<file path="src/source/mips_config.svh">
`ifndef MIPS_CONFIG_SVH
`define MIPS_CONFIG_SVH

// Datapath sizes
`define DATA_WIDTH      32
`define REG_ADDR_WIDTH  5
`define IMEM_DEPTH_LOG2 8           // 256 instruction words
`define DMEM_DEPTH_LOG2 8           // 256 data words
`define GPIO_WIDTH      8

`define RESET_PC  32'h0040_0000     // First fetch address out of reset
`define GPIO_ADDR 32'h0000_7ffc     // Reachable as a 16-bit offset from $zero

// Primary opcodes
`define OP_RTYPE 6'h00
`define OP_ADDIU 6'h09
`define OP_LW    6'h23
`define OP_SW    6'h2b
`define OP_BEQ   6'h04
`define OP_BNE   6'h05

// R-type function codes
`define FUNCT_ADDU 6'h21
`define FUNCT_SUBU 6'h23
`define FUNCT_AND  6'h24
`define FUNCT_OR   6'h25
`define FUNCT_SLT  6'h2a

`endif
</file>
<file path="src/source/mips_pkg.sv">
`default_nettype none

`include "mips_config.svh"

package mips_pkg;

    typedef logic [`DATA_WIDTH-1:0]     word_t;     // Data or byte address
    typedef logic [`REG_ADDR_WIDTH-1:0] reg_idx_t;  // $0..$31
    typedef logic [`GPIO_WIDTH-1:0]     gpio_t;

    // ALU operations of the kept instruction subset
    typedef enum logic [2:0] {
        ALU_ADD,
        ALU_SUB,    // Also the compare for beq/bne
        ALU_AND,
        ALU_OR,
        ALU_SLT
    } alu_op_t;

    typedef enum logic {
        WB_ALU,     // Register result from the ALU
        WB_MEM      // Register result from data RAM (lw)
    } wb_sel_t;

    typedef struct packed {
        logic [5:0] opcode;
        reg_idx_t   rs;
        reg_idx_t   rt;
        reg_idx_t   rd;
        logic [4:0] shamt;      // Not decoded, no shifts in this core
        logic [5:0] funct;
    } instr_r_t;

    typedef struct packed {
        logic [5:0]  opcode;
        reg_idx_t    rs;
        reg_idx_t    rt;
        logic [15:0] imm16;
    } instr_i_t;

    // One fetched word, viewed as R-type or I-type
    typedef union packed {
        instr_r_t r;
        instr_i_t i;
    } instr_t;

endpackage

`default_nettype wire

</file>
<file path="src/source/register_file.sv">
`default_nettype none

`include "mips_config.svh"

module register_file (
    input  logic                clk,
    input  logic                reset,
    input  mips_pkg::reg_idx_t  rs_idx,
    input  mips_pkg::reg_idx_t  rt_idx,
    input  logic                wb_en,
    input  mips_pkg::reg_idx_t  wb_dest,
    input  mips_pkg::word_t     wb_data,
    output mips_pkg::word_t     rs_data,
    output mips_pkg::word_t     rt_data
);
    import mips_pkg::*;

    localparam int NUM_REGS = 2 ** `REG_ADDR_WIDTH;

    word_t regs [NUM_REGS];

    // Same-cycle writeback is passed straight through to the reader
    assign rs_data = (rs_idx == '0)               ? '0 :        // $zero
                     (wb_en && wb_dest == rs_idx) ? wb_data :
                                                    regs[rs_idx];
    assign rt_data = (rt_idx == '0)               ? '0 :
                     (wb_en && wb_dest == rt_idx) ? wb_data :
                                                    regs[rt_idx];

    always_ff @(posedge clk) begin
        if (reset) begin
            for (int i = 0; i < NUM_REGS; i++) begin
                regs[i] <= '0;
            end
        end else if (wb_en && wb_dest != '0) begin    // $zero is never written
            regs[wb_dest] <= wb_data;
        end
    end

endmodule

`default_nettype wire

</file>
<file path="config.mk">
export PLATFORM = sky130hd
export DESIGN_NAME = register_file
export DESIGN_NICKNAME = d
export VERILOG_FILES = /design/src/source/mips_pkg.sv /design/src/source/register_file.sv
export VERILOG_INCLUDE_DIRS = /design/src /design/src/source
export SDC_FILE = /design/constraint.sdc
export NUM_CORES = 2
export LEC_CHECK = 0
export ABC_CLOCK_PERIOD_IN_PS = 4900
export BUFFER_PORTS_ARGS = -buffer_cell sky130_fd_sc_hd__buf_2
export CAP_MARGIN = 5
export CORE_UTILIZATION = 58
export DETAILED_ROUTE_END_ITERATION = 6
export PLACE_DENSITY = 0.75
export REMOVE_ABC_BUFFERS = 1
export SYNTH_ARGS = -nofsm -noshare
export SYNTH_HDL_FRONTEND = slang
export SYNTH_SLANG_ARGS = --single-unit
</file>
<file path="constraint.sdc">
create_clock -name clk -period 4.9 [get_ports clk]
set_clock_uncertainty 0.15 [all_clocks]
set_input_delay 0.245 -clock clk [delete_from_list [all_inputs] [get_ports clk]]
set_output_delay 0.245 -clock clk [all_outputs]
set_load 0.02 [all_outputs]
</file>
---- Word-level counts from Yosys, hierarchy flattened ----
Memories as Yosys holds them, arrays and structs flattened.
Cells that the tools add are included.
cells by class
  equal/unequal tests ..................... 2
  reductions and logical operators ........ 7
  mux-type cells .......................... 12
operators by type and width
  operator             count
  32-bit 2-to-1 mux    5
  32-bit OR reduction  1
  5-bit equality test  2
  5-bit zero test      2
  1-bit 2-to-1 mux     6
  5-bit 2-to-1 mux     1
  5-bit nonzero test   1
  1-bit logical AND    3
word-level totals
  output and inout bits ................... 64
  RAM bits ................................ 1024
  memories ................................ 1
  logic and storage cells ................. 22
  bits in registers ....................... 0
  input bits .............................. 50
memories
  memory  depth  bits a word  rd ports  clocked after Yosys merged registers in  wr ports  line                 text
  regs    32     32           2         0                                        32        register_file.sv:20  word_t regs [NUM_REGS];

---- Longest topological paths before layout ----
  depth after elaboration ................. 7
  depth in mapped cells ................... 9
  mapped depth without buffers ............ 5

---- Worst setup path before layout ----
Ideal clock, no wire load.
  kind .................................... input to output
  start ................................... input rt_idx[0]
  end ..................................... output rt_data[16]
  arrival time ............................ 1.846 ns
  slack ................................... 2.659 ns
  stages on the path ...................... 7
  cell sequence ........................... buf_2 buf_6 buf_2 mux4_2 a21oi_1 o21ai_0 a32o_1
between the ends
  cells in the longest elaborated chain, start to end .. 4
  elaborated cells between the ends (all ways) .. 6
RTL lines
  what                                                                             line                 text
  start: declaration                                                               register_file.sv:9   input mips_pkg::reg_idx_t rt_idx,
  parallel branches: the longest is 3 deep, another holds memory read 32 x 32 bit  -
  32-bit 2-to-1 mux *                                                              register_file.sv:26  assign rt_data = (rt_idx == '0) ? '0 :
  end: declaration                                                                 register_file.sv:14  output mips_pkg::word_t rt_data
Mark *: on every way between the ends.

---- Final worst setup path ----
  start ................................... input rs_idx[4]
  end ..................................... output rs_data[12]
between the ends
  cells in the longest elaborated chain, start to end .. 4
  elaborated cells between the ends (all ways) .. 6
RTL lines
  what                                                                             line                 text
  start: declaration                                                               register_file.sv:8   input mips_pkg::reg_idx_t rs_idx,
  parallel branches: the longest is 3 deep, another holds memory read 32 x 32 bit  -
  32-bit 2-to-1 mux *                                                              register_file.sv:23  assign rs_data = (rs_idx == '0) ? '0 :
  end: declaration                                                                 register_file.sv:13  output mips_pkg::word_t rs_data,
Marks and branches as above.

==> flow_summary.toml <==
[outcome]
status = "finished, final reports clean"

[floorplan]
die_h_um = 310
core_area_um2 = 93600
chipWidth_um = 310
initial_core_util_pct = 58.8
placementRows = 112
die-area_um2 = 96200
io_pins = 114

[clock_network]
tritoncts = "built"
cts-buffers-inserted = 106
postCtsResizedCells = 0
cts_max_level = 3
cts.sinks = 1024
path_clk_slew_ns = 0.06
post_cts_buffers = 0
cts_hold_buf = 0
clockBufferDepth = 3
cts-root-buf = "clkbuf_16"

[timing]
finalSetupViolations = 0
slew_violations = 0
relSlewSlack_pct = 9.80
final.period_utilization_pct = 81.1
whs_ns = 0.0372
tightest_slew_ns = 1.35
period_minus_slack_ns = 3.98
finalWorstSetupSlack_ns = 0.924
rsz0062_at_grt = "no"
fmax_mhz = 252
timing.setup.tns_ns = 0
hold_viol_final = 0

[route]
wl_per_cell_um = 35.3
dr.first_iter.drc_count = 6211
drt-pass1-iter-count = 7
totalWireLength_um = 181000
vias = 36900
ant_nets = 0
drc = 0
vias_per_cell = 7.21

[synthesis]
yosys.area_share.simple_pct = 13.0
muxShareOfSynthArea_pct = 21.5
synth_top_family_by_area = "multiplexers"
synth-edff-count = 1024
syn_area_per_cell_um2 = 14.5
yosys_warnings = 0
synthTopCellsByArea = "edfxtp_1 (56%), mux4_2 (15%), and2_1 (11%)"
synth_top_cell_by_area = "edfxtp_1"
yosysUniqueCellTypes = 52
synth_fa_ha_area_share_pct = 0
synth_xor_xnor_area_share_pct = 0.159
synthFlopType = "edfxtp_1"
synth-seq-area-share_pct = 55.8
synth_top_cell_area_share_pct = 55.8
synth_compound_area_share_pct = 6.03
synth.ff_latch_count = 1024
netlist_instances = 3802
synth_area_um2 = 55100
async_reset_ff_share_pct = 0

[global_route]
antenna_found_initial = 15
grt_util_met3_pct = 9.92
grt_pass1_wl_um = 255000
gr-usage-met2_pct = 57.2
grt_busiest_layer = "met2"
grt_start_max_net_pins = 67
grtUsageMet1_pct = 49.5
grt_pass1_vias = 36000
grt_usage_pct = 37.9
overflow = 0

[power_and_ir_drop]
p_per_area_nw_per_um2 = 350
p_leak_nw = 21.3
ir_worst_vdd_uv = 332

[setup_path]
crit_arrival_ns = 3.58
cp_max_fo = 25
worstSetupStartpointType = "primary input"
crit_required_ns = 4.51
crit_type = "primary input to output pin"
cp-end-kind = "output pin"

[final_layout]
regArea_um2 = 30700
regMostFlops = "regs"
final_common_cell = "edfxtp_1"
multiInputGateArea_um2 = 22600
largest_register_ff_count = 1024
utilization_pct = 64.1
fill_cells = 6896
area_delta_synth_final_pct = 9.01
drive_gt1_share_pct = 22.2
reg_top3 = "regs: 1024 flops"
fin_nets = 3822
final_cell_mix = "edfxtp_1 (1,024), and2_1 (994), mux4_2 (375)"

[hold_path]
min_path_type = "primary input to flop"

[job]
maxCapViolations = 0

[placement]
dp_slack_ns = 1.21
hpwl_um = 110000
gp_congestion = 0.967
port_buffers = 113
[worst paths after layout]
| kind | from | end | slack (ns) | depth (start not counted) |
|---|---|---|---|---|
| worst max-delay path | rs_idx[4] | rs_data[12] | 0.92 | 8 |
| worst min-delay path | wb_data[3] | regs[13][3] | 0.04 | 3 |
[kinds of logic after synthesis]
group	count (synthesis)
AO/OA/AOI/OAI	457
multiplexers	711
AND/OR/NAND/NOR	1184
flip-flops	1024
buffers and inverters	415
XOR/XNOR	10
other	1
[critical path: stages]
cell and delay (ns):
buf_2 0.58, clkinv_1 0.16, buf_4 0.25, nor2_2 1.04, a22oi_1 0.49, a21oi_1 0.28
a211o_1 0.27, buf_2 0.22
[metal layers]
metal	share of wire, %	up-vias	routed length (µm)
li1	-	14500	-
met1	35	18500	63000
met2	45	3111	80900
met3	13	686	23700
met4	7.2	10	13000
met5	0.039	-	71
[stage by stage]
stage	instances	power, mW	cell area [µm²]
after global placement	4917	13.1	56700
final	5113	21.0	60000
after floorplan	3420	11.8	53200
after detailed placement	4918	13.2	56700
after global routing	5109	21.4	60000
after CTS	5107	20.9	60000
[power by group]
group / leakage, nW / internal [mW] / switching, mW
Sequential: 9.75 / 10.1 / 0.257
Clock: 1.63 / 4.45 / 3.44
Combinational: 9.88 / 1.02 / 1.73
[synthesized netlist by cell type, types with 9 or more instances]
cell type / count
and2_1: 994
buf_6: 26
a21oi_1: 64
a22oi_1: 107
nand3_1: 13
buf_4: 33
mux4_2: 375
or2_2: 32
mux2i_1: 330
a211oi_1: 32
nor2_1: 49
a32oi_1: 9
a221oi_1: 27
o221a_1: 15
a221o_1: 11
o21ai_0: 14
edfxtp_1: 1024
o221ai_1: 38
buf_2: 50
a32o_1: 32
o21ai_1: 49
o22ai_1: 37
a31oi_1: 11
clkbuf_1: 283
nand2_1: 64
buf_1: 21
xnor2_1: 10
[final cells by class]
class | count | share of cell area [%]
clock buffers | 127 | 4.66
multi-input cells | 2394 | 37.7
repair buffers | 244 | 2.92
diodes | 6 | 0.0250
clock inverters | 62 | 0.823
well taps | 1254 | 2.61
flip-flops and latches | 1024 | 51.2
inverters | 2 | 0.0125
Power figures use the tool's default switching activity.
