<file path="src/source/mips_config.svh">
`ifndef MIPS_CONFIG_SVH
`define MIPS_CONFIG_SVH

// Datapath sizes
`define DATA_WIDTH      32
`define REG_ADDR_WIDTH  5
`define IMEM_DEPTH_LOG2 8           // 256 instruction words
`define DMEM_DEPTH_LOG2 8           // 256 data words
`define GPIO_WIDTH      8

`define RESET_PC  32'h0040_0000     // First fetch address out of reset
`define GPIO_ADDR 32'h0000_7ffc     // Reachable as a 16-bit offset from $zero

// Primary opcodes
`define OP_RTYPE 6'h00
`define OP_ADDIU 6'h09
`define OP_LW    6'h23
`define OP_SW    6'h2b
`define OP_BEQ   6'h04
`define OP_BNE   6'h05

// R-type function codes
`define FUNCT_ADDU 6'h21
`define FUNCT_SUBU 6'h23
`define FUNCT_AND  6'h24
`define FUNCT_OR   6'h25
`define FUNCT_SLT  6'h2a

`endif
</file>
<file path="src/source/mips_pkg.sv">
`default_nettype none

`include "mips_config.svh"

package mips_pkg;

    typedef logic [`DATA_WIDTH-1:0]     word_t;     // Data or byte address
    typedef logic [`REG_ADDR_WIDTH-1:0] reg_idx_t;  // $0..$31
    typedef logic [`GPIO_WIDTH-1:0]     gpio_t;

    // ALU operations of the kept instruction subset
    typedef enum logic [2:0] {
        ALU_ADD,
        ALU_SUB,    // Also the compare for beq/bne
        ALU_AND,
        ALU_OR,
        ALU_SLT
    } alu_op_t;

    typedef enum logic {
        WB_ALU,     // Register result from the ALU
        WB_MEM      // Register result from data RAM (lw)
    } wb_sel_t;

    typedef struct packed {
        logic [5:0] opcode;
        reg_idx_t   rs;
        reg_idx_t   rt;
        reg_idx_t   rd;
        logic [4:0] shamt;      // Not decoded, no shifts in this core
        logic [5:0] funct;
    } instr_r_t;

    typedef struct packed {
        logic [5:0]  opcode;
        reg_idx_t    rs;
        reg_idx_t    rt;
        logic [15:0] imm16;
    } instr_i_t;

    // One fetched word, viewed as R-type or I-type
    typedef union packed {
        instr_r_t r;
        instr_i_t i;
    } instr_t;

endpackage

`default_nettype wire

</file>
<file path="src/source/instr_decode.sv">
`default_nettype none

`include "mips_config.svh"

module instr_decode (
    input  logic                clk,
    input  logic                reset,
    input  mips_pkg::instr_t    instr_d,
    input  mips_pkg::word_t     pc_plus4_d,
    input  mips_pkg::word_t     rs_data,        // Register file answers combinationally
    input  mips_pkg::word_t     rt_data,
    output mips_pkg::reg_idx_t  rs_idx,
    output mips_pkg::reg_idx_t  rt_idx,
    output mips_pkg::word_t     rs_data_e,
    output mips_pkg::word_t     rt_data_e,
    output mips_pkg::word_t     imm_ext_e,
    output mips_pkg::reg_idx_t  dest_e,
    output mips_pkg::alu_op_t   alu_op_e,
    output logic                alu_src_imm_e,
    output logic                reg_write_e,
    output logic                mem_write_e,
    output logic                mem_read_e,
    output logic                is_beq_e,
    output logic                is_bne_e,
    output mips_pkg::word_t     pc_plus4_e
);
    import mips_pkg::*;

    alu_op_t  alu_op;
    logic     alu_src_imm, reg_write, mem_write, mem_read, is_beq, is_bne;
    logic     use_rd;       // R-type writes rd, I-type writes rt
    word_t    imm_ext;
    reg_idx_t dest;

    assign rs_idx  = instr_d.r.rs;
    assign rt_idx  = instr_d.r.rt;
    assign imm_ext = {{(`DATA_WIDTH-16){instr_d.i.imm16[15]}}, instr_d.i.imm16};
    assign dest    = use_rd ? instr_d.r.rd : instr_d.i.rt;

    always_comb begin
        alu_op      = ALU_ADD;      // Defaults give a bubble
        alu_src_imm = 1'b0;
        reg_write   = 1'b0;
        mem_write   = 1'b0;
        mem_read    = 1'b0;
        is_beq      = 1'b0;
        is_bne      = 1'b0;
        use_rd      = 1'b0;
        case (instr_d.r.opcode)
            `OP_RTYPE: begin
                use_rd    = 1'b1;
                reg_write = 1'b1;
                case (instr_d.r.funct)
                    `FUNCT_ADDU: alu_op = ALU_ADD;
                    `FUNCT_SUBU: alu_op = ALU_SUB;
                    `FUNCT_AND:  alu_op = ALU_AND;
                    `FUNCT_OR:   alu_op = ALU_OR;
                    `FUNCT_SLT:  alu_op = ALU_SLT;
                    default:     reg_write = 1'b0;     // Also sll $0 nop
                endcase
            end
            `OP_ADDIU: begin
                alu_src_imm = 1'b1;
                reg_write   = 1'b1;
            end
            `OP_LW: begin
                alu_src_imm = 1'b1;     // Address = rs + offset
                reg_write   = 1'b1;
                mem_read    = 1'b1;
            end
            `OP_SW: begin
                alu_src_imm = 1'b1;
                mem_write   = 1'b1;
            end
            `OP_BEQ: begin
                alu_op = ALU_SUB;       // Zero flag gives rs == rt
                is_beq = 1'b1;
            end
            `OP_BNE: begin
                alu_op = ALU_SUB;
                is_bne = 1'b1;
            end
            default: ;                  // Unknown opcode stays a bubble
        endcase
    end

    always_ff @(posedge clk) begin
        if (reset) begin
            reg_write_e <= 1'b0;
            mem_write_e <= 1'b0;
            mem_read_e  <= 1'b0;
            is_beq_e    <= 1'b0;
            is_bne_e    <= 1'b0;
        end else begin
            reg_write_e <= reg_write;
            mem_write_e <= mem_write;
            mem_read_e  <= mem_read;
            is_beq_e    <= is_beq;
            is_bne_e    <= is_bne;
        end
    end

    // Operands and datapath selects
    always_ff @(posedge clk) begin
        rs_data_e     <= rs_data;
        rt_data_e     <= rt_data;
        imm_ext_e     <= imm_ext;
        dest_e        <= dest;
        alu_op_e      <= alu_op;
        alu_src_imm_e <= alu_src_imm;
        pc_plus4_e    <= pc_plus4_d;
    end

endmodule

`default_nettype wire

</file>
<file path="config.mk">
export PLATFORM = sky130hd
export DESIGN_NAME = instr_decode
export DESIGN_NICKNAME = d
export VERILOG_FILES = /design/src/source/mips_pkg.sv /design/src/source/instr_decode.sv
export VERILOG_INCLUDE_DIRS = /design/src /design/src/source
export SDC_FILE = /design/constraint.sdc
export NUM_CORES = 1
export LEC_CHECK = 0
export BUFFER_PORTS_ARGS = -buffer_cell sky130_fd_sc_hd__buf_2
export CORE_AREA = 2 2 109 111
export CTS_BUF_LIST = sky130_fd_sc_hd__clkbuf_16
export DETAILED_ROUTE_END_ITERATION = 8
export DIE_AREA = 0 0 111 113
export PLACE_DENSITY_LB_ADDON = 0.08
export SLEW_MARGIN = 25
export SYNTH_ARGS = -nofsm -noshare
export SYNTH_HDL_FRONTEND = slang
export SYNTH_SLANG_ARGS = --single-unit
export TNS_END_PERCENT = 50
</file>
<file path="constraint.sdc">
create_clock -name clk -period 1 [get_ports clk]
set_input_delay 0.05 -clock clk [delete_from_list [all_inputs] [get_ports clk]]
set_output_delay 0.05 -clock clk [all_outputs]
set_load 0.02 [all_outputs]
</file>
=== After elaboration in Yosys (flattened, before gate mapping) ===
Index checks and enable logic that the tools add are counted.
W data, S select, Z words.

* Reductions and logical operators: 5
* Multiplexer cells: 11
* Eq/ne operators: 10

{| class="wikitable"
|+ Operators by type and width
! kind !! count
|-
| $eq A6 B6 Y1 const B || 7
|-
| $eq A6 B3 Y1 const B || 2
|-
| $pmux W3 S4 || 1
|-
| $mux W1 || 7
|-
| $eq A6 B4 Y1 const B || 1
|-
| $logic_not A6 Y1 || 1
|-
| $pmux W3 S2 || 1
|-
| $mux W5 || 1
|-
| $reduce_or A5 Y1 || 1
|-
| $reduce_or A2 Y1 || 2
|-
| $reduce_or A3 Y1 || 1
|-
| $pmux W1 S2 || 1
|}

* Logic and storage cells: 38
* Bits of input ports: 130
* Output and inout port bits: 152
* Register bits after elaboration: 126

=== Logic depth before layout (Yosys ltp) ===
* Word-level depth: 4
* Gate-level depth with buffers: 3
* Mapped depth without buffers: 3

=== Worst setup path before layout ===
No wires, ideal clock.

* Kind: register -> output
* Start point: register, netlist name imm_ext_e[15]
* End point: output port imm_ext_e[16]
* Required time: 950 ps
* Stages on the path, launching flop included: 2
* Data arrival time: 898 ps
* Path slack: 52 ps
* Buffers on the path: 1
* Cells stage by stage: dfxtp_1 -> buf_4

{| class="wikitable"
|+ RTL lines
! what !! RTL line !! RTL
|-
| end, declared || instr_decode.sv:16 || <nowiki>output mips_pkg::word_t imm_ext_e,</nowiki>
|}

No word-level cell between the ends.

=== Final worst setup path ===
* Start point: register, netlist name imm_ext_e[15]
* End point: output port imm_ext_e[27]

No word-level cell between the ends.

==> reports/results.tsv <==
metric	value	unit
worst-path-buf-inv	2	
violations	negative setup slack	
post-route-min-period	1080	ps
preCtsSetupSlack	-169	ps
setup_violations	20	
crit_start	imm_ext_e[15]$_DFF_P_	
maxSlewHeadroom	81.3	%
post_drt_via_cell_ratio	3.81	
critical_path.endpoint	imm_ext_e[27]	
fp-row-count	39	
synthTopCellsByArea	dfxtp_1 85%, buf_4 6.6%, mux2_2 1.1%	
dp_hpwl	6.68	mm
max_cap_viol_count	0	
hold_ws	34.2	ps
wl_per_cell	13.5	um
drt_pre_antenna_iters	4	
path_cells	buf_6 -> buf_4	
rsz0062_at_grt	yes	
cp_slowest_cell	dfxtp_2	
cts_tree	done	
start_kind	register	
synth_seq_cells	126	
postCtsSetupBuffers	0	
synth_ff_type	dfxtp_1	
num_vias	2801	
postRouteAntennaNets	0	
yosysMostFrequentCell	dfxtp_1	
finalWorstSetupSlack	-80.9	ps
yosysTopAreaCell	dfxtp_1	
critPathKind	register to output port	
place_inst	581	
grt_pass1_vias	2938	
wl	9.93	mm
end_kind	output port	
gp_congestion	0.743	
power.total	0.0138	W
finalHoldViolCount	0	
wl_met2	5.43	mm
grt_pass1_wl	15.3	mm
period_share	108	%
first_iter_violations	119	
start_util	26.4	%
core-area	0.0113	mm^2
io_buffers	271	
vdd_drop_max	1.62	mV
die_h	113	um
cts_buffers	17	
cts_root_buffer	clkbuf_16	
grt_util_all_layers	15.9	%
syn_inst	187	
wl_met3	935	um
cts_max_path_buffers	2	
cts_max_level	4	
ys_seq_area_share	84.8	%
drive_gt1_share	54.1	%
crit_arrival	1030	ps
wl_met1	3.36	mm
antenna_found_initial	0	
max_freq	925	MHz
grt.overflow.total	0	
drc	0	
path_clk_slew	50	ps
p_per_area	2170	mW/mm^2
yosys_warnings	0	
grt_max_degree	17	
pin_count	282	
path_depth	2	
final_cells	736	
max_stage_delay	340	ps
required	950	ps
synthArstFlopShare	0	%
yosysUniqueCellTypes	22	
fp.dieW	111	um
antenna_cells	0	
synth_area_per_cell	15.9	um^2
synth_top_area_share	84.8	%
syn_area	0.00298	mm^2
maxSlewViolCount	0	
dieArea	0.0125	mm^2
layout.nets	710	
syn_nets	317	
min-delay-path-class	input pin to register	
path_delay_family	flip-flops	
critPathMaxFanout	9	
areaGrowthSynthToFinish	114	%
status	complete, but fails checks	
clock_sinks	126	
tightest_slew	279	ps
ys_top_cells_by_count	126 x dfxtp_1, 26 x buf_4, 4 x nand2_1, 4 x nor2_1, 4 x nor3_1	
p_leak	3.16	nW
synth_enable_flop_cells	0	
top_layer_used	met4	
## worst min path at each step
stage                           start                    to  slack [ps]  depth (start not counted)
after detailed placement  instr_d[23]             rs_idx[2]         100                          0
after floorplan            instr_d[0]  imm_ext_e[0]$_DFF_P_          80                          0
final                     instr_d[26]   is_bne_e$_SDFF_PP0_          30                          4
after CTS                  instr_d[0]   alu_op_e[2]$_DFF_P_          -1                          3
after global routing       instr_d[0]   alu_op_e[2]$_DFF_P_          30                          3
after global placement    instr_d[23]             rs_idx[2]         100                          0
## placed cells by master, fill, tap and decap left out, drive strengths merged
master,Yosys,routed
buf,26,277
dfxtp,126,126
dlygate4sd3,0,121
clkbuf,0,18
bufinv,0,7
nand2,5,5
inv,1,5
mux2,5,5
nor2,4,4
nor3,4,4
clkinv,0,3
and2b,2,2
nor3b,2,2
a21oi,2,2
nor4,1,1
nand4b,1,1
nor4bb,1,1
xor2,1,1
nand3b,1,1
o21ai,1,1
and3b,1,1
nand2b,1,1
or3,1,1
o32ai,1,1
clkinvlp,0,1
dlymetal6s4s,0,1
## metrics by stage
| step | util [%] | instance area, um^2 | TNS, ps |
|---|---|---|---|
| after floorplan | - | 2980 | 0 |
| after global placement | 38.7 | 4360 | -699 |
| after detailed placement | 38.7 | 4360 | -815 |
| after CTS | 56.0 | 6320 | -1720 |
| after global routing | 56.4 | 6360 | -2180 |
| final | 56.4 | 6360 | -1400 |
## state kept, by name, summed over array words and instances (netlist names)
name / flops
reg_write_e: 1
is_beq_e: 1
mem_read_e: 1
rt_data_e: 32
imm_ext_e: 16
alu_op_e: 3
is_bne_e: 1
alu_src_imm_e: 1
pc_plus4_e: 32
mem_write_e: 1
dest_e: 5
rs_data_e: 32
## worst min-delay path: cells and delay by family
family / cells / cell delay (ps)
buf+inv: 2 / 190
simple gates: 2 / 150
## logic make-up after synthesis
group / synth area share (%)
and+or+nand+nor: 5.55
AOI/OAI and AO/OA: 0.799
muxes: 1.89
DFF: 84.8
xor gates and xnor gates: 0.294
buffers and inverters: 6.69
## power breakdown
part	total (W)	internal [W]	switching [W]
sequential	0.00534	0.00528	0.0000569
combinational	0.00146	0.000747	0.000710
clock	0.00700	0.00488	0.00212
total	0.0138	0.0109	0.00288
## what timing repair did
item,4_1_cts,5_1_grt
pin swaps,0,1
setup endpoints to repair,17,24
resized for setup,21,10
hold buffers,122,1
endpoints found under the hold margin,124,3
cloned,1,0
## area by class of cell
type	count	area [um^2]
clock buffer	17	425
clock inverter	15	250
fill	949	4910
inverter	1	3.75
multi-input combinational	34	284
sequential	126	2520
tap	143	179
timing repair buffer	400	2690
## metal layers
| metal | vias to the layer above | GRT usage [%] |
|---|---|---|
| li1 | 1364 | - |
| met1 | 1271 | 15.6 |
| met5 | - | 0 |
| met4 | 0 | 8.08 |
| met3 | 18 | 7.18 |
| met2 | 148 | 28.4 |
Power figures use the tool's default switching activity.
