--- src/source/mips_config.svh ---
`ifndef MIPS_CONFIG_SVH
`define MIPS_CONFIG_SVH

// Datapath sizes
`define DATA_WIDTH      32
`define REG_ADDR_WIDTH  5
`define IMEM_DEPTH_LOG2 8           // 256 instruction words
`define DMEM_DEPTH_LOG2 8           // 256 data words
`define GPIO_WIDTH      8

`define RESET_PC  32'h0040_0000     // First fetch address out of reset
`define GPIO_ADDR 32'h0000_7ffc     // Reachable as a 16-bit offset from $zero

// Primary opcodes
`define OP_RTYPE 6'h00
`define OP_ADDIU 6'h09
`define OP_LW    6'h23
`define OP_SW    6'h2b
`define OP_BEQ   6'h04
`define OP_BNE   6'h05

// R-type function codes
`define FUNCT_ADDU 6'h21
`define FUNCT_SUBU 6'h23
`define FUNCT_AND  6'h24
`define FUNCT_OR   6'h25
`define FUNCT_SLT  6'h2a

`endif
--- src/source/mips_pkg.sv ---
`default_nettype none

`include "mips_config.svh"

package mips_pkg;

    typedef logic [`DATA_WIDTH-1:0]     word_t;     // Data or byte address
    typedef logic [`REG_ADDR_WIDTH-1:0] reg_idx_t;  // $0..$31
    typedef logic [`GPIO_WIDTH-1:0]     gpio_t;

    // ALU operations of the kept instruction subset
    typedef enum logic [2:0] {
        ALU_ADD,
        ALU_SUB,    // Also the compare for beq/bne
        ALU_AND,
        ALU_OR,
        ALU_SLT
    } alu_op_t;

    typedef enum logic {
        WB_ALU,     // Register result from the ALU
        WB_MEM      // Register result from data RAM (lw)
    } wb_sel_t;

    typedef struct packed {
        logic [5:0] opcode;
        reg_idx_t   rs;
        reg_idx_t   rt;
        reg_idx_t   rd;
        logic [4:0] shamt;      // Not decoded, no shifts in this core
        logic [5:0] funct;
    } instr_r_t;

    typedef struct packed {
        logic [5:0]  opcode;
        reg_idx_t    rs;
        reg_idx_t    rt;
        logic [15:0] imm16;
    } instr_i_t;

    // One fetched word, viewed as R-type or I-type
    typedef union packed {
        instr_r_t r;
        instr_i_t i;
    } instr_t;

endpackage

`default_nettype wire

--- src/source/execute_stage.sv ---
`default_nettype none

module execute_stage (
    input  logic                clk,
    input  logic                reset,
    input  mips_pkg::word_t     rs_data_e,
    input  mips_pkg::word_t     rt_data_e,
    input  mips_pkg::word_t     imm_ext_e,
    input  mips_pkg::reg_idx_t  dest_e,
    input  mips_pkg::alu_op_t   alu_op_e,
    input  logic                alu_src_imm_e,
    input  logic                reg_write_e,
    input  logic                mem_write_e,
    input  logic                mem_read_e,
    input  logic                is_beq_e,
    input  logic                is_bne_e,
    input  mips_pkg::word_t     pc_plus4_e,
    output mips_pkg::word_t     alu_result_m,
    output logic                zero_m,
    output mips_pkg::word_t     rt_data_m,          // Store data
    output mips_pkg::word_t     branch_target_m,
    output mips_pkg::reg_idx_t  dest_m,
    output logic                reg_write_m,
    output logic                mem_write_m,
    output logic                mem_read_m,
    output logic                is_beq_m,
    output logic                is_bne_m
);
    import mips_pkg::*;

    word_t src_b;
    word_t alu_result;
    word_t branch_target;
    logic  zero;

    assign src_b = alu_src_imm_e ? imm_ext_e : rt_data_e;

    always_comb begin
        case (alu_op_e)
            ALU_ADD: alu_result = rs_data_e + src_b;
            ALU_SUB: alu_result = rs_data_e - src_b;
            ALU_AND: alu_result = rs_data_e & src_b;
            ALU_OR:  alu_result = rs_data_e | src_b;
            ALU_SLT: alu_result = word_t'($signed(rs_data_e) < $signed(src_b));  // Signed compare
            default: alu_result = '0;
        endcase
    end

    assign zero          = (alu_result == '0);
    assign branch_target = pc_plus4_e + (imm_ext_e << 2);  // Word offset from PC+4

    always_ff @(posedge clk) begin
        if (reset) begin
            reg_write_m <= 1'b0;
            mem_write_m <= 1'b0;
            mem_read_m  <= 1'b0;
            is_beq_m    <= 1'b0;
            is_bne_m    <= 1'b0;
        end else begin
            reg_write_m <= reg_write_e;
            mem_write_m <= mem_write_e;
            mem_read_m  <= mem_read_e;
            is_beq_m    <= is_beq_e;
            is_bne_m    <= is_bne_e;
        end
    end

    always_ff @(posedge clk) begin
        alu_result_m    <= alu_result;
        zero_m          <= zero;
        rt_data_m       <= rt_data_e;
        branch_target_m <= branch_target;
        dest_m          <= dest_e;
    end

endmodule

`default_nettype wire

--- config.mk ---
export PLATFORM = sky130hd
export DESIGN_NAME = execute_stage
export DESIGN_NICKNAME = d
export VERILOG_FILES = /design/src/source/mips_pkg.sv /design/src/source/execute_stage.sv
export VERILOG_INCLUDE_DIRS = /design/src /design/src/source
export SDC_FILE = /design/constraint.sdc
export NUM_CORES = 1
export LEC_CHECK = 0
export ABC_CLOCK_PERIOD_IN_PS = 5870
export BUFFER_PORTS_ARGS = -buffer_cell sky130_fd_sc_hd__buf_4
export CAP_MARGIN = 5
export CORE_MARGIN = 4
export CORE_UTILIZATION = 45
export CTS_CLUSTER_DIAMETER = 50
export DETAILED_ROUTE_END_ITERATION = 10
export GPL_ROUTABILITY_DRIVEN = 0
export PLACE_DENSITY = 0.82
export SLEW_MARGIN = 15
export SYNTH_ARGS = -nofsm -noshare
export SYNTH_HDL_FRONTEND = slang
export SYNTH_SLANG_ARGS = --single-unit
--- constraint.sdc ---
create_clock -name clk -period 5.87 [get_ports clk]
set_input_delay 0.2935 -clock clk [delete_from_list [all_inputs] [get_ports clk]]
set_output_delay 0.2935 -clock clk [all_outputs]
set_load 0.02 [all_outputs]
After elaboration in Yosys (flattened, before gate mapping)
Cells that the tools add are included.

cells by class
  add/sub/neg operators = 3
  $mul = 0
  divide/modulo/power cells = 0
  magnitude comparators = 1
  equal/unequal tests = 4
  shift operators = 0
  muxes and demuxes = 2
  bitwise gates (word level) = 2
  reductions and logical operators = 2

operators by type and width
  cell                count
  $pmux 32 s5         1
  $add 32x32->32      2
  $and 32x32->32      1
  $logic_not 32->1    1
  $lt 32x32->1        1
  $mux 32             1
  $or 32x32->32       1
  $sub 32x32->32      1
  $eq 3x2->1 const B  2
  $eq 3x1->1 const B  1
  $eq 3x3->1 const B  1
  $logic_not 3->1     1

word-level totals
  bits in registers = 107
  latch bits = 0
  memory bits (writable) = 0
  ROM bits = 0
  input port bits = 144
  output and inout port bits = 107
  memories kept = 0

Depth between registers and ports, before layout
  depth after elaboration = 4
  gate-level depth with buffers = 17
  gate-level depth less buffers = 16

Least setup slack after synthesis
Ideal clock, no wire load.

  kind = input to register
  from = input alu_src_imm_e
  to = register zero_m
  data arrival time = 4322 ps
  data required time = 5782 ps
  slack = 1460 ps
  stages on the path = 16
  path buffers = 2
  path through = clkbuf_1 > buf_1 > mux2i_1 > inv_1 > fa_1 > a211oi_1 > o21ai_0 > nand3_1 > xnor2_1 > o22ai_1 > or4_1 > a2111o_1 > or4_1 > nor4_1 > nand4b_1 > nor4_2

on the way
  longest elaborated chain between the ends = 4
  elaborated cells on any way between the ends = 8
  classes of those cells = add/sub (2); order compare (1); mux (2); bitwise (2); reduce/logical (1)

RTL lines
  item                                          RTL line             source
  start: declaration                            execute_stage.sv:11  input logic alu_src_imm_e,
  $mux 32 (*)                                   execute_stage.sv:36  assign src_b = alu_src_imm_e ? imm_ext_e : rt_data_e;
  $sub 32x32->32, or another cell as far along  execute_stage.sv:41  ALU_SUB: alu_result = rs_data_e - src_b;
  $pmux 32 s5 (*)                               execute_stage.sv:39  case (alu_op_e)
  net alu_result[6]                             execute_stage.sv:32  word_t alu_result;
  $logic_not 32->1 (*)                          execute_stage.sv:49  assign zero = (alu_result == '0);
  net zero                                      execute_stage.sv:34  logic zero;
  end signal: assignment                        execute_stage.sv:70  zero_m <= zero;
  end: declaration                              execute_stage.sv:19  output logic zero_m,

The timed path passes the listed nets; every way through them passes the cells marked *.
A chain may end at the register's enable or synchronous reset.

Final worst setup path
  from = input alu_src_imm_e
  to = register zero_m

on the way
  longest elaborated chain between the ends = 4
  elaborated cells on any way between the ends = 8
  classes of those cells = add/sub (2); order compare (1); mux (2); bitwise (2); reduce/logical (1)

RTL lines
  item                                          RTL line
  $mux 32 (*)                                   execute_stage.sv:36
  $sub 32x32->32, or another cell as far along  execute_stage.sv:41
  $pmux 32 s5 (*)                               execute_stage.sv:39
  $logic_not 32->1 (*)                          execute_stage.sv:49
  net zero                                      execute_stage.sv:34

Marked as above.

==> impl_results.rst <==
.. list-table::
   :header-rows: 1

   * - Metric
     - Value
   * - Status
     - completed
   * - Number of global-route vias before repair
     - 8,986
   * - Arrival time reported for the critical path endpoint
     - 4.87 ns
   * - Required time at the worst-slack endpoint
     - 6.15 ns
   * - Commonest non-fill, non-tap cell in the layout
     - buf_4
   * - Number of antenna violations at the first check in global routing
     - 0
   * - Hold path depth
     - 1
   * - Number of levels in the clock H-tree
     - 3
   * - Post-CTS Hold Fix Bufs
     - 0
   * - Slew Limit Fails
     - 0
   * - HPWL after DPL
     - 23,830 um
   * - Setup Crit Path Kind
     - in2reg
   * - Number of endpoints with negative hold slack in the final report
     - 0
   * - Num ports
     - 251
   * - Share of total power consumed by net switching
     - 38.74%
   * - Sinks on Clock Net
     - 107
   * - Number of remaining DRC errors
     - 0
   * - Sequential Power Share
     - 32.6%
   * - Number of enable-type register cells in the synthesized netlist
     - 0
   * - Power density over the cells
     - 228.1 nW/um^2
   * - Number of buffers created by CTS
     - 9
   * - Min Clock Period, post-route
     - 4.587 ns
   * - Final WL
     - 29,480 um
   * - Count of cell types in the netlist
     - 84
   * - Routed vias
     - 9,342
   * - Max_slew headroom
     - 35.28%
   * - CTS clock-pin slew for the worst setup and hold paths
     - 0.08 ns
   * - Syn nets
     - 1,381
   * - Synth Flop Type
     - dfxtp_1
   * - RSZ-0062 raised after global routing
     - no
   * - DR WL/cell
     - 18.50 um
   * - Die width
     - 150.4 um
   * - Ys async rst share
     - 0%
   * - FF+latch count, synth
     - 107
   * - TNS Setup
     - 0 ns
   * - Antenna diode instance count
     - 0
   * - Count of mapped cells out of synthesis
     - 1,109
   * - Y dimension of the die
     - 150.4 um
   * - Final worst hold slack
     - 0.02309 ns
   * - Total of max-cap violations
     - 0
   * - Comb power frac
     - 44.2%
   * - Share of the yosys chip area belonging to registers
     - 23.49%
   * - Mapped Avg Cell Area
     - 8.222 sq um
   * - First-iteration detailed-routing DRC count
     - 1,123
   * - TritonCTS clock tree
     - done
   * - Master cell of the clock root buffer
     - clkbuf_16
   * - Reported leakage power
     - 5.543 nW
   * - Overflow after GRT
     - 0
   * - Cell area after synthesis
     - 9119 sq um
   * - Final total power
     - 2.589 mW
   * - Total of endpoints with negative setup slack in the final report
     - 0
   * - Cell-internal power
     - 1.586 mW
   * - Initial standard-cell utilization of the core
     - 46.25%
   * - Crit Path Max Fanout
     - 32
   * - Type of origin of the critical path
     - input port
   * - Max Buffers Root-to-Sink
     - 2
   * - Syn-to-layout area delta
     - 24.52%
   * - Switching power summed over all nets
     - 1.003 mW
   * - Number of search-and-repair iterations in the first detailed-routing pass
     - 7
   * - Hold Crit Start
     - dest_e[1]
   * - Post-CTS setup buffer count
     - 0
   * - Die outline area
     - 22,610 sq um
   * - I/O Buffers
     - 250
   * - Maximum resistive drop on vdd
     - 149.4 uV
   * - Pin count of the biggest net entering global routing
     - 94
   * - Total core area
     - 19,720 sq um
   * - Kind of path behind the tightest hold check
     - in2reg
   * - Most used cells in the layout excluding fill and tap cells
     - buf_4 (253), ha_1 (125), dfxtp_1 (107)
   * - YS warnings
     - 0
   * - Post-layout net count
     - 1,595
   * - Worst min-delay path endpoint
     - dest_m[1]$_DFF_P_
   * - Maximum operating frequency
     - 0.2180 GHz
   * - Resized Gates After CTS
     - 0
   * - Final cycle utilization of the critical path
     - 78.15%
   * - Wire length of the first global-routing pass
     - 45,840 um
   * - Fraction of layout cells with a size suffix above 1
     - 21.91%
   * - Portion of total power attributed to the clock network
     - 23.2%
   * - Setup crit end kind
     - flip-flop
   * - Floorplan row count
     - 51
   * - Pin slew with the least headroom to its limit
     - 0.9625 ns
   * - Detail-routed via count per cell
     - 5.864
   * - GR Util All Layers
     - 25.19%
   * - Residual antenna-violating net count after detailed routing
     - 0
[power groups by stage]
| stage | Combinational [mW] | Clock, mW | Sequential [mW] |
|---|---|---|---|
| 2_1_floorplan | 0.608 | 0 | 0.973 |
| 4_1_cts | 1.13 | 0.619 | 0.845 |
| 5_1_grt | 1.23 | 0.648 | 0.852 |
| 3_3_place_gp | 1.10 | 0 | 0.858 |
| 3_5_place_dp | 1.12 | 0 | 0.860 |
| 6_report | 1.14 | 0.602 | 0.844 |
[through the flow]
step	util [%]	std cells	area, sq um	setup slack (ns)
detailed placement	56.14	1577	11070	1.021
finish	57.59	1593	11350	1.283
global placement	56.14	1577	11070	1.176
CTS	57.59	1593	11350	1.306
floorplan	-	1109	9119	1.460
global route	57.59	1593	11350	0.9709
[worst max-delay path, stage by stage]
cell	delay, ns
buf_4	0.48
mux2i_1	0.48
inv_1	0.15
fa_1	0.44
a211oi_1	0.43
o21ai_1	0.24
a211oi_1	0.52
o211a_1	0.27
nor2_1	0.05
a22oi_1	0.23
mux2i_1	0.26
or4bb_1	0.41
nor4_1	0.25
nand4b_1	0.20
nor4_2	0.15
[per-layer routing]
| layer | GRT usage (%) | up-vias | routed length (um) |
|---|---|---|---|
| met1 | 32.27 | 4292 | 11840 |
| met2 | 40.95 | 561 | 13600 |
| li1 | - | 4426 | - |
| met4 | 7.091 | 0 | 699 |
| met5 | 0 | - | 0 |
| met3 | 7.797 | 63 | 3346 |
[cells in the mapped netlist, types with 5 or more instances]
master | number | share of area, %
o21bai_1 | 13 | 1.1
xnor2_1 | 40 | 3.8
inv_1 | 102 | 4.2
o31ai_1 | 15 | 1.2
ha_1 | 125 | 17
clkbuf_1 | 20 | 0.82
a21oi_1 | 77 | 4.2
a211oi_1 | 18 | 1.5
o311a_1 | 6 | 0.66
o211a_1 | 5 | 0.55
a2111oi_0 | 6 | 0.58
buf_2 | 13 | 0.71
a211o_1 | 7 | 0.67
or2_2 | 10 | 0.69
buf_1 | 6 | 0.25
a31oi_1 | 13 | 0.89
xor2_1 | 7 | 0.67
or4_1 | 6 | 0.49
nand2b_1 | 16 | 1.1
a21o_1 | 27 | 2.2
nor3_1 | 26 | 1.4
dfxtp_1 | 107 | 23
nand3_1 | 14 | 0.77
nor2_1 | 73 | 3.0
nor2b_1 | 25 | 1.7
a21boi_0 | 5 | 0.41
and3_1 | 8 | 0.55
or3_1 | 9 | 0.62
mux2i_1 | 37 | 4.1
nand2_1 | 66 | 2.7
o21ai_0 | 52 | 2.9
o31a_1 | 8 | 0.77
o21a_1 | 9 | 0.74
o211ai_1 | 21 | 1.7
o22ai_1 | 11 | 0.75
nor4_1 | 7 | 0.48
[layout make-up]
cell class | count | area (sq um)
timing repair buffer | 253 | 1899
inverter | 103 | 386.6
tap | 265 | 331.6
sequential | 107 | 2142
clock inverter | 7 | 60.06
clock buffer | 9 | 225.2
multi-input combinational | 849 | 6310
fill | 1778 | 8363
[kinds of logic after synthesis]
logic type | count (synthesis) | synth area share [%]
compound gates | 343 | 25.96
simple gates | 292 | 16.48
buf+inv | 153 | 7.313
fa+ha+maj | 128 | 17.81
flops | 107 | 23.49
xor+xnor | 47 | 4.514
mux | 39 | 4.432
[registers in the layout (all words and copies together) (netlist names), 5 cells and up]
register	count
alu_result_m	32
rt_data_m	32
dest_m	5
branch_target_m	32
[how the worst max path moves through the flow]
stage / cells after the start / slack, ns / from / end
6_report: 15 / 1.28 / alu_src_imm_e / zero_m$_DFF_P_
5_1_grt: 15 / 0.97 / alu_src_imm_e / zero_m$_DFF_P_
4_1_cts: 15 / 1.31 / alu_src_imm_e / zero_m$_DFF_P_
3_5_place_dp: 15 / 1.02 / alu_src_imm_e / zero_m$_DFF_P_
3_3_place_gp: 16 / 1.18 / alu_src_imm_e / zero_m$_DFF_P_
2_1_floorplan: 16 / 1.46 / alu_src_imm_e / zero_m$_DFF_P_
No activity file was read; power rests on OpenSTA's default activity.
